$ cat src/source/rvPkg.sv
package rvPkg;

    localparam int XLEN = 64;

    typedef logic [XLEN-1:0] xlen_t;
    typedef logic [31:0]     inst_t;
    typedef logic [4:0]      regAddr_t;
    typedef logic [7:0]      byteMask_t;
    typedef logic [3:0]      sizeNum_t;

    typedef enum logic [3:0] {
        aluAdd,
        aluSub,
        aluXor,
        aluOr,
        aluAnd,
        aluSll,
        aluSrl,
        aluSlt,
        aluSltu,
        aluPassB,   // lui
        aluNone
    } aluOp_t;

    typedef enum logic [1:0] {
        wbAluResult,
        wbLoadData,
        wbPcPlus4
    } wbSel_t;

    // major opcodes, inst[6:0]
    localparam logic [6:0] OP_REG    = 7'b0110011;
    localparam logic [6:0] OP_IMM    = 7'b0010011;
    localparam logic [6:0] OP_AUIPC  = 7'b0010111;
    localparam logic [6:0] OP_LOAD   = 7'b0000011;
    localparam logic [6:0] OP_LUI    = 7'b0110111;
    localparam logic [6:0] OP_JAL    = 7'b1101111;
    localparam logic [6:0] OP_STORE  = 7'b0100011;
    localparam logic [6:0] OP_JALR   = 7'b1100111;
    localparam logic [6:0] OP_BRANCH = 7'b1100011;
    localparam logic [6:0] OP_SYSTEM = 7'b1110011;

    localparam xlen_t RESET_PC = 64'h0;

endpackage

$ cat src/source/ctrlIf.sv
`timescale 1ns/1ns

interface ctrlIf import rvPkg::*; ();
    aluOp_t    aluOp;
    logic      selA;      // 1: rs1, 0: pc
    logic      selB;      // 1: rs2, 0: imm
    byteMask_t memWmask;  // unshifted size mask
    logic      writeRd;
    logic      pcSel;     // target base, 1: rs1
    logic      npcOp;     // take target
    wbSel_t    wbSel;
    logic      memRen;
    logic      sext;
    sizeNum_t  readNum;
    logic      ebreak;

    modport decode (output aluOp, selA, selB, memWmask, writeRd, pcSel, npcOp,
                    wbSel, memRen, sext, readNum, ebreak);
    modport datapath (input aluOp, selA, selB, memWmask, writeRd, pcSel, npcOp,
                      wbSel, memRen, sext, readNum, ebreak);
endinterface

$ cat src/source/decoder.sv
`timescale 1ns/1ns

module decoder import rvPkg::*; (
    input  inst_t  inst,
    input  xlen_t  rs1,
    input  xlen_t  rs2,
    ctrlIf.decode  ctrl
);

    logic [6:0] opCode;
    logic [2:0] funct3;
    logic [6:0] funct7;

    assign opCode = inst[6:0];
    assign funct3 = inst[14:12];
    assign funct7 = inst[31:25];

    always_comb begin
        // safe defaults, nothing written, sequential PC
        ctrl.aluOp    = aluNone;
        ctrl.selA     = 1'b1;
        ctrl.selB     = 1'b0;
        ctrl.memWmask = 8'h00;
        ctrl.writeRd  = 1'b0;
        ctrl.pcSel    = 1'b0;
        ctrl.npcOp    = 1'b0;
        ctrl.wbSel    = wbAluResult;
        ctrl.memRen   = 1'b0;
        ctrl.sext     = 1'b0;
        ctrl.readNum  = 4'd8;
        ctrl.ebreak   = 1'b0;

        case (opCode)
            OP_REG: begin
                ctrl.selB    = 1'b1;
                ctrl.writeRd = 1'b1;
                case (funct3)
                    3'b000: ctrl.aluOp = (funct7 == 7'h20) ? aluSub : aluAdd;
                    3'b001: ctrl.aluOp = aluSll;
                    3'b010: ctrl.aluOp = aluSlt;
                    3'b011: ctrl.aluOp = aluSltu;
                    3'b100: ctrl.aluOp = aluXor;
                    3'b110: ctrl.aluOp = aluOr;
                    3'b111: ctrl.aluOp = aluAnd;
                    default: ctrl.aluOp = (funct7 == 7'h00) ? aluSrl : aluNone;
                endcase
                // only sub may set funct7
                if (!(funct7 == 7'h00 || (funct7 == 7'h20 && funct3 == 3'b000)))
                    ctrl.writeRd = 1'b0;
            end
            OP_IMM: begin
                ctrl.writeRd = 1'b1;
                case (funct3)
                    3'b000: ctrl.aluOp = aluAdd;
                    3'b001: ctrl.aluOp = aluSll;
                    3'b010: ctrl.aluOp = aluSlt;
                    3'b011: ctrl.aluOp = aluSltu;
                    3'b100: ctrl.aluOp = aluXor;
                    3'b110: ctrl.aluOp = aluOr;
                    3'b111: ctrl.aluOp = aluAnd;
                    default: ctrl.aluOp = aluSrl;
                endcase
                if (funct3 == 3'b101 && funct7[6:1] != 6'h00)
                    ctrl.writeRd = 1'b0;  // srai not supported
            end
            OP_AUIPC: begin
                ctrl.selA    = 1'b0;
                ctrl.aluOp   = aluAdd;
                ctrl.writeRd = 1'b1;
            end
            OP_LUI: begin
                ctrl.aluOp   = aluPassB;
                ctrl.writeRd = 1'b1;
            end
            OP_LOAD: begin
                ctrl.aluOp = aluAdd;  // rs1 + imm
                ctrl.wbSel = wbLoadData;
                ctrl.sext  = ~funct3[2];
                case (funct3[1:0])
                    2'b00:   ctrl.readNum = 4'd1;
                    2'b01:   ctrl.readNum = 4'd2;
                    2'b10:   ctrl.readNum = 4'd4;
                    default: ctrl.readNum = 4'd8;
                endcase
                if (funct3 <= 3'd5) begin
                    ctrl.memRen  = 1'b1;
                    ctrl.writeRd = 1'b1;
                end
            end
            OP_STORE: begin
                ctrl.aluOp = aluAdd;
                case (funct3)
                    3'b000:  ctrl.memWmask = 8'h01;
                    3'b001:  ctrl.memWmask = 8'h03;
                    3'b010:  ctrl.memWmask = 8'h0f;
                    3'b011:  ctrl.memWmask = 8'hff;
                    default: ctrl.memWmask = 8'h00;
                endcase
            end
            OP_JAL: begin
                ctrl.writeRd = 1'b1;
                ctrl.npcOp   = 1'b1;
                ctrl.wbSel   = wbPcPlus4;
            end
            OP_JALR: begin
                ctrl.writeRd = 1'b1;
                ctrl.pcSel   = 1'b1;
                ctrl.npcOp   = 1'b1;
                ctrl.wbSel   = wbPcPlus4;
            end
            OP_BRANCH: begin
                case (funct3)
                    3'b000:  ctrl.npcOp = (rs1 == rs2);
                    3'b001:  ctrl.npcOp = (rs1 != rs2);
                    3'b100:  ctrl.npcOp = ($signed(rs1) < $signed(rs2));
                    3'b101:  ctrl.npcOp = ($signed(rs1) >= $signed(rs2));
                    3'b110:  ctrl.npcOp = (rs1 < rs2);
                    3'b111:  ctrl.npcOp = (rs1 >= rs2);
                    default: ctrl.npcOp = 1'b0;
                endcase
            end
            OP_SYSTEM: begin
                ctrl.ebreak = (funct3 == 3'b000) && (inst[31:20] == 12'h001);
            end
            default: ;
        endcase
    end

endmodule

$ cat src/source/immGen.sv
`timescale 1ns/1ns

module immGen import rvPkg::*; (
    input  inst_t inst,
    output xlen_t imm
);

    logic [6:0] opCode;

    assign opCode = inst[6:0];

    always_comb begin
        case (opCode)
            OP_IMM, OP_LOAD, OP_JALR, OP_SYSTEM: begin
                imm = {{52{inst[31]}}, inst[31:20]};
            end
            OP_STORE: begin
                imm = {{52{inst[31]}}, inst[31:25], inst[11:7]};
            end
            OP_BRANCH: begin
                // B-type, bit 0 implied zero
                imm = {{52{inst[31]}}, inst[7], inst[30:25], inst[11:8], 1'b0};
            end
            OP_LUI, OP_AUIPC: begin
                imm = {{32{inst[31]}}, inst[31:12], 12'h000};
            end
            OP_JAL: begin
                imm = {{44{inst[31]}}, inst[19:12], inst[20], inst[30:21], 1'b0};
            end
            default: begin
                imm = '0;
            end
        endcase
    end

endmodule

$ cat src/source/alu.sv
`timescale 1ns/1ns

module alu import rvPkg::*; (
    input  aluOp_t op,
    input  xlen_t  a,
    input  xlen_t  b,
    output xlen_t  result
);

    logic [5:0] shamt;

    assign shamt = b[5:0];  // rv64 shift amount

    always_comb begin
        case (op)
            aluAdd:   result = a + b;
            aluSub:   result = a - b;
            aluXor:   result = a ^ b;
            aluOr:    result = a | b;
            aluAnd:   result = a & b;
            aluSll:   result = a << shamt;
            aluSrl:   result = a >> shamt;
            aluSlt: begin
                result = {63'b0, $signed(a) < $signed(b)};
            end
            aluSltu: begin
                result = {63'b0, a < b};
            end
            aluPassB: result = b;
            default:  result = '0;
        endcase
    end

endmodule

$ cat src/source/regFile.sv
`timescale 1ns/1ns

module regFile import rvPkg::*; (
    input  logic     clk,
    input  logic     rst,
    input  regAddr_t rs1Addr,
    input  regAddr_t rs2Addr,
    input  regAddr_t rdAddr,
    input  logic     writeEn,
    input  xlen_t    rdData,
    output xlen_t    rs1Data,
    output xlen_t    rs2Data
);

    xlen_t regs [32];

    always_ff @(posedge clk) begin
        if (!rst && writeEn && rdAddr != 5'd0) begin
            regs[rdAddr] <= rdData;
        end
    end

    // x0 reads as zero
    assign rs1Data = (rs1Addr == 5'd0) ? '0 : regs[rs1Addr];
    assign rs2Data = (rs2Addr == 5'd0) ? '0 : regs[rs2Addr];

endmodule

$ cat src/source/pcUnit.sv
`timescale 1ns/1ns

module pcUnit import rvPkg::*; (
    input  logic    clk,
    input  logic    rst,
    ctrlIf.datapath ctrl,
    input  xlen_t   rs1,
    input  xlen_t   imm,
    output xlen_t   pc,
    output xlen_t   pcPlus4,
    output logic    halted
);

    xlen_t targetBase;
    xlen_t target;
    xlen_t nextPc;

    assign pcPlus4    = pc + 64'd4;
    assign targetBase = ctrl.pcSel ? rs1 : pc;
    assign target     = (targetBase + imm) & ~{63'b0, ctrl.pcSel};  // jalr clears bit 0
    assign nextPc     = ctrl.npcOp ? target : pcPlus4;

    always_ff @(posedge clk) begin
        if (rst) begin
            pc     <= RESET_PC;
            halted <= 1'b0;
        end else if (!halted) begin
            if (ctrl.ebreak) begin
                halted <= 1'b1;  // pc stays on the ebreak
            end else begin
                pc <= nextPc;
            end
        end
    end

endmodule

$ cat src/source/lsu.sv
`timescale 1ns/1ns

module lsu import rvPkg::*; (
    input  logic    rst,
    ctrlIf.datapath ctrl,
    input  xlen_t   addr,
    input  xlen_t   storeData,
    output xlen_t   memWdata,
    output byteMask_t memWmask,
    output logic    memRen,
    input  xlen_t   memRdata,
    output xlen_t   loadData
);

    logic [2:0] laneOffset;
    logic [5:0] bitOffset;
    xlen_t      shiftedRdata;

    assign laneOffset = addr[2:0];
    assign bitOffset  = {laneOffset, 3'b000};

    // store side, move into byte lanes
    assign memWmask = rst ? 8'h00 : byteMask_t'(ctrl.memWmask << laneOffset);
    assign memWdata = storeData << bitOffset;
    assign memRen   = ctrl.memRen & ~rst;

    // load side, bring addressed byte down to lane 0
    assign shiftedRdata = memRdata >> bitOffset;

    always_comb begin
        case (ctrl.readNum)
            4'd1: begin
                loadData = {{56{ctrl.sext & shiftedRdata[7]}}, shiftedRdata[7:0]};
            end
            4'd2: begin
                loadData = {{48{ctrl.sext & shiftedRdata[15]}}, shiftedRdata[15:0]};
            end
            4'd4: begin
                loadData = {{32{ctrl.sext & shiftedRdata[31]}}, shiftedRdata[31:0]};
            end
            default: begin
                loadData = shiftedRdata;
            end
        endcase
    end

endmodule

$ cat src/source/coreTop.sv
`timescale 1ns/1ns

module coreTop import rvPkg::*; (
    input  logic      clk,
    input  logic      rst,
    output xlen_t     pc,
    input  inst_t     inst,
    output xlen_t     memAddr,
    output xlen_t     memWdata,
    output byteMask_t memWmask,
    output logic      memRen,
    input  xlen_t     memRdata,
    output logic      halted
);

    ctrlIf ctrlBus ();

    xlen_t rs1Data;
    xlen_t rs2Data;
    xlen_t imm;
    xlen_t opA;
    xlen_t opB;
    xlen_t aluResult;
    xlen_t loadData;
    xlen_t pcPlus4;
    xlen_t rdData;
    logic  writeEn;

    decoder u_decoder (.inst(inst), .rs1(rs1Data), .rs2(rs2Data), .ctrl(ctrlBus.decode));

    immGen u_immGen (.inst(inst), .imm(imm));

    assign opA = ctrlBus.selA ? rs1Data : pc;
    assign opB = ctrlBus.selB ? rs2Data : imm;

    alu u_alu (.op(ctrlBus.aluOp), .a(opA), .b(opB), .result(aluResult));

    always_comb begin
        case (ctrlBus.wbSel)
            wbLoadData: rdData = loadData;
            wbPcPlus4:  rdData = pcPlus4;  // link value
            default:    rdData = aluResult;
        endcase
    end

    assign writeEn = ctrlBus.writeRd & ~halted;

    regFile u_regFile (
        .clk(clk), .rst(rst),
        .rs1Addr(inst[19:15]), .rs2Addr(inst[24:20]), .rdAddr(inst[11:7]),
        .writeEn(writeEn), .rdData(rdData),
        .rs1Data(rs1Data), .rs2Data(rs2Data)
    );

    pcUnit u_pcUnit (
        .clk(clk), .rst(rst), .ctrl(ctrlBus.datapath),
        .rs1(rs1Data), .imm(imm),
        .pc(pc), .pcPlus4(pcPlus4), .halted(halted)
    );

    assign memAddr = aluResult;  // rs1 + imm for loads and stores

    lsu u_lsu (
        .rst(rst), .ctrl(ctrlBus.datapath),
        .addr(aluResult), .storeData(rs2Data),
        .memWdata(memWdata), .memWmask(memWmask), .memRen(memRen),
        .memRdata(memRdata), .loadData(loadData)
    );

endmodule

$ cat config.mk
export PLATFORM = sky130hd
export DESIGN_NAME = coreTop
export DESIGN_NICKNAME = d
export VERILOG_FILES = /design/src/source/rvPkg.sv /design/src/source/ctrlIf.sv /design/src/source/decoder.sv /design/src/source/immGen.sv /design/src/source/alu.sv /design/src/source/regFile.sv /design/src/source/pcUnit.sv /design/src/source/lsu.sv /design/src/source/coreTop.sv
export SDC_FILE = /design/constraint.sdc
export NUM_CORES = 2
export LEC_CHECK = 0
export BUFFER_PORTS_ARGS = -buffer_cell sky130_fd_sc_hd__buf_2
export CAP_MARGIN = 0
export CORE_UTILIZATION = 64
export DETAILED_ROUTE_END_ITERATION = 6
export MAX_ROUTING_LAYER = met4
export PLACE_DENSITY = 0.81
export SETUP_SLACK_MARGIN = 0.5
export SYNTH_ARGS = -nofsm -noshare
export SYNTH_HDL_FRONTEND = slang
export SYNTH_SLANG_ARGS = --single-unit
$ cat constraint.sdc
create_clock -name clk -period 17.4 [get_ports clk]
set_clock_uncertainty 0.15 [all_clocks]
set_input_delay 3.48 -clock clk [delete_from_list [all_inputs] [get_ports clk]]
set_output_delay 3.48 -clock clk [all_outputs]
set_load 0.05 [all_outputs]
==> impl_metrics.ini, run 1 <==
[outcome]
run_status = aborted with a tool error
haltStage = 5_1_grt
stop_error = [ERROR GRT-0116] Global routing finished with congestion. Check the congestion regions in the DRC Viewer.

[global_routing]
grt_pass1_wl_mm = 1290
grt_pass1_vias = 142577
track_usage_pct = 93.9
grt_max_degree = 120
grt_overflow = 4629

[placed_design]
dpl_cell_area_sq_um = 136000
gp_congestion = 1.19
port_buffers = 299
dp_hpwl_mm = 520

[clock_network]
cts_sinks = 2113
cts_htree_levels = 4
postCtsHoldBufs = 0
numCtsBuffers = 189
post_cts.repair.setup_buffers = 0
cts_resized = 0
cts-root-buf = clkbuf_16
cts_buffer_depth = 3

[synth]
synth.area.top_cells = edfxtp_1 48%, mux4_2 17%, mux2i_1 4.7%, ha_1 3.1%, nand2_1 2.1%
yosysSeqAreaShare_pct = 48.6
synth_edf_count = 2048
yosysMostFrequentCell = edfxtp_1
yosysTopAreaCellShare_pct = 47.6
synthArstFlopShare_pct = 0
yosysWarnings = 0
yosys_most_used_dff = edfxtp_1
synth_seq_cells = 2113
synth_area_sq_um = 129000
syn_area_per_cell_sq_um = 13.0
synth_common_cells = 2,048 x edfxtp_1, 987 x mux4_2, 708 x nand2_1
syn_inst = 9914
synth_top_cell_by_area = edfxtp_1
ys_types = 117

[die]
die_y_um = 451
io-pin-count = 300
fp-row-count = 164
start_util_pct = 64.5
die_width_um = 451
-- metrics by stage --
stage               cells  hold slack, ps  util, %  setup WS [ps]
floorplan            9977             574        -            873
global placement    12694             437     68.0           1470
detailed placement  12694             458     68.0           1050
CTS                 13036             469     71.0            732
-- routing by layer --
| layer | global-route usage, % | overflow |
|---|---|---|
| met5 | - | - |
| met4 | 93.7 | 928 |
| met3 | 87.2 | 946 |
| met2 | 101 | 1710 |
| met1 | 92.5 | 1045 |
-- kinds of logic after synthesis --
group	synth area share, %
muxes	22.8
other	0.00290
DFF	48.6
AOI/OAI and AO/OA	12.6
and+or+nand+nor	8.16
xor gates and xnor gates	0.868
adders and majority gates	3.18
buffers and inverters	3.76
==> inputs of run 2 (changes only) <==
--- a/config.mk
+++ b/config.mk
@@ -7,11 +7,9 @@
 export LEC_CHECK = 0
 export BUFFER_PORTS_ARGS = -buffer_cell sky130_fd_sc_hd__buf_2
 export CAP_MARGIN = 0
-export CORE_UTILIZATION = 64
+export CORE_UTILIZATION = 40
 export DETAILED_ROUTE_END_ITERATION = 6
-export MAX_ROUTING_LAYER = met4
-export PLACE_DENSITY = 0.81
-export SETUP_SLACK_MARGIN = 0.5
+export PLACE_DENSITY_LB_ADDON = 0.15
 export SYNTH_ARGS = -nofsm -noshare
 export SYNTH_HDL_FRONTEND = slang
 export SYNTH_SLANG_ARGS = --single-unit
==> impl_metrics.ini, run 2 <==
[synth]
syn_area_per_cell_sq_um = 13.0
synth_area_sq_um = 129000
yosysMostFrequentCell = edfxtp_1
yosys_most_used_dff = edfxtp_1
yosysSeqAreaShare_pct = 48.6
synthArstFlopShare_pct = 0
synth.area.top_cells = edfxtp_1 48%, mux4_2 17%, mux2i_1 4.7%, ha_1 3.1%, nand2_1 2.1%
synth_common_cells = 2,048 x edfxtp_1, 987 x mux4_2, 708 x nand2_1
yosysWarnings = 0
synth_top_cell_by_area = edfxtp_1
synth_edf_count = 2048
yosysTopAreaCellShare_pct = 47.6
ys_types = 117
syn_inst = 9914
synth_seq_cells = 2113

[layout]
fin_nets = 10768
largestRegisters = u_regFile.regs: 2048 flops, u_pcUnit.pc: 64 flops, u_pcUnit.halted: 1 flops
drive_gt1_share_pct = 24.9
fin_cells = 14872
largest-register = u_regFile.regs
syn2layout_area_growth_pct = 14.1
mostFrequentLayoutCell = edfxtp_1
final_cell_mix = 2,048 x edfxtp_1, 987 x mux4_2, 703 x nand2_1
largest_reg_flops = 2048

[placed_design]
dpl.cell_count = 14408
dp_hpwl_mm = 486
gp_congestion = 1.08
port_buffers = 299

[power_and_ir_drop]
pwr-share-clk_pct = 36.6
ir_drop_mv = 0.0866
powerDensity_nw_per_um2 = 94.9
p_sw_uw = 4410
p_comb_share_pct = 22.5
swShare_pct = 31.5
internal_power_uw = 9580
seqPwrFrac_pct = 40.9
p_leak_uw = 0.0527
total_power_uw = 14000

[routing]
wl_met1_mm = 258
wl_met2_mm = 300
viasPerCell = 7.00
post-route-drc-count = 1
top_layer = met5
wl_met3_mm = 73.9
num_vias = 104105
drt_first_pass_iters = 7
wl_mm = 687
antenna_left = 0
first_iter_violations = 15475
routedWlPerCell_um = 46.2

[sta]
fin_tns_setup_ps = -217
setup_slack_ps = -97.3
hold-worst-slack_ps = 422
period_minus_slack_ps = 17500
finalSetupViolCount = 4
maxSlewHeadroom_pct = -1.97
hold_viol = 0
rsz0062_at_grt = no
final_max_slew_viol_count = 11
worst_pin_slew_ps = 1530
fmax_mhz = 57.2
fin_crit_sh_pct = 101

[clock_network]
cts_sinks = 2113
cts_resized = 5
clock_latency_ps = 980
cts-root-buf = clkbuf_16
numCtsBuffers = 236
cts_tree = done
post_cts.repair.setup_buffers = 0
cts_buffer_depth = 4
cts_htree_levels = 4
clk_pin_slew_ps = 60
postCtsHoldBufs = 0

[critical_path]
worstRegToRegCells = 28
cp_max_fo = 66
start_kind = input port
worstPathRequired_ps = 13770
critPathArrivalTime_ps = 13870
critPathKind = in -> out
cp-end-kind = primary output

[global_routing]
grt_overflow = 0
grt_pass1_wl_mm = 907
track_usage_pct = 41.5
grt_antenna_before_repair = 50
grt_max_degree = 104
grt_pass1_vias = 99337

[die]
core-area_sq_um = 321000
die_width_um = 570
die_y_um = 570
start_util_pct = 40.2
fp-row-count = 208
io-pin-count = 300
dieArea_sq_um = 325000

[worst_hold_path]
holdPathStages = 2
hold_class = reg -> reg

[outcome]
run_status = finished with violations
violations = design-rule violations, max-capacitance violations, max-slew violations, negative setup slack

[run]
maxCapViolCount = 4
-- run 2: critical path, cell delays in order --
cell and delay (ps):
buf_8 390, buf_12 460, mux4_2 570, a22oi_1 220, nand4_1 490, a32oi_2 730
inv_1 140, ha_1 470, nor4_1 960, nand2_1 270, a211oi_2 550, buf_4 240
o211ai_1 310, o31ai_1 470, buf_4 200, o41ai_1 80, o41ai_2 1010, buf_4 260
o2111ai_4 230, buf_4 380, mux2_2 330, o21ai_0 830, nand2_1 100, o21ai_0 200
buf_12 190
-- run 2: power groups by stage --
stage,clock [uW],sequential (uW),combinational [uW]
global route,5340,5720,3180
floorplan,0,5830,1530
detailed placement,0,5820,3010
CTS,5170,5720,3020
finish,5120,5720,3150
global placement,0,5820,3010
-- run 2: path summary, 6_finish.rpt --
path,startpoint,endpoint,slack [ps]
max,inst[15],memWdata[52],-100
min,u_pcUnit.pc[31]$_SDFFE_PP0P_,u_pcUnit.pc[31]$_SDFFE_PP0P_,420
max reg2reg,u_regFile.regs[5][12]$_DFFE_PP_,u_regFile.regs[20][17]$_DFFE_PP_,5880
min reg2reg,u_pcUnit.pc[31]$_SDFFE_PP0P_,u_pcUnit.pc[31]$_SDFFE_PP0P_,420
-- run 2: area by class of cell --
type | instances | area [sq um]
sequential | 2113 | 62800
multi-input combinational | 6798 | 62600
inverter | 271 | 1030
tap | 4305 | 5390
clock buffer | 276 | 6100
timing repair buffer | 924 | 7730
clock inverter | 155 | 1640
fill | 28782 | 174000
antenna | 30 | 75.1
-- run 2: cell families (layout without fill, tap and decap cells) --
| family | count (synthesis) | after routing | synth area share (%) |
|---|---|---|---|
| AO/OA/AOI/OAI | 2346 | 2346 | 12.6 |
| XOR/XNOR | 128 | 128 | 0.868 |
| other | 1 | 94 | 0.00290 |
| multiplexers | 1687 | 1687 | 22.8 |
| AND/OR/NAND/NOR | 2247 | 2247 | 8.16 |
| adder cells (fa/ha/maj) | 326 | 326 | 3.18 |
| buffers and inverters | 1066 | 1626 | 3.76 |
| flip-flops | 2113 | 2113 | 48.6 |
-- run 2: per-stage QoR --
step | setup WS (ps) | cell area, sq um | util (%)
global route | 61.7 | 147000 | 45.9
detailed placement | -438 | 139000 | 43.4
global placement | -1080 | 139000 | 43.4
floorplan | 873 | 129000 | -
CTS | 225 | 147000 | 45.8
finish | -97.3 | 147000 | 45.9
-- run 2: per-layer routing --
metal,up-vias,GRT usage (%)
met5,-,0
met4,8,28.0
met3,1498,10.6
met2,7316,62.2
met1,54498,53.1
li1,40785,-
Note: power is estimated with default switching activity, not from simulation.
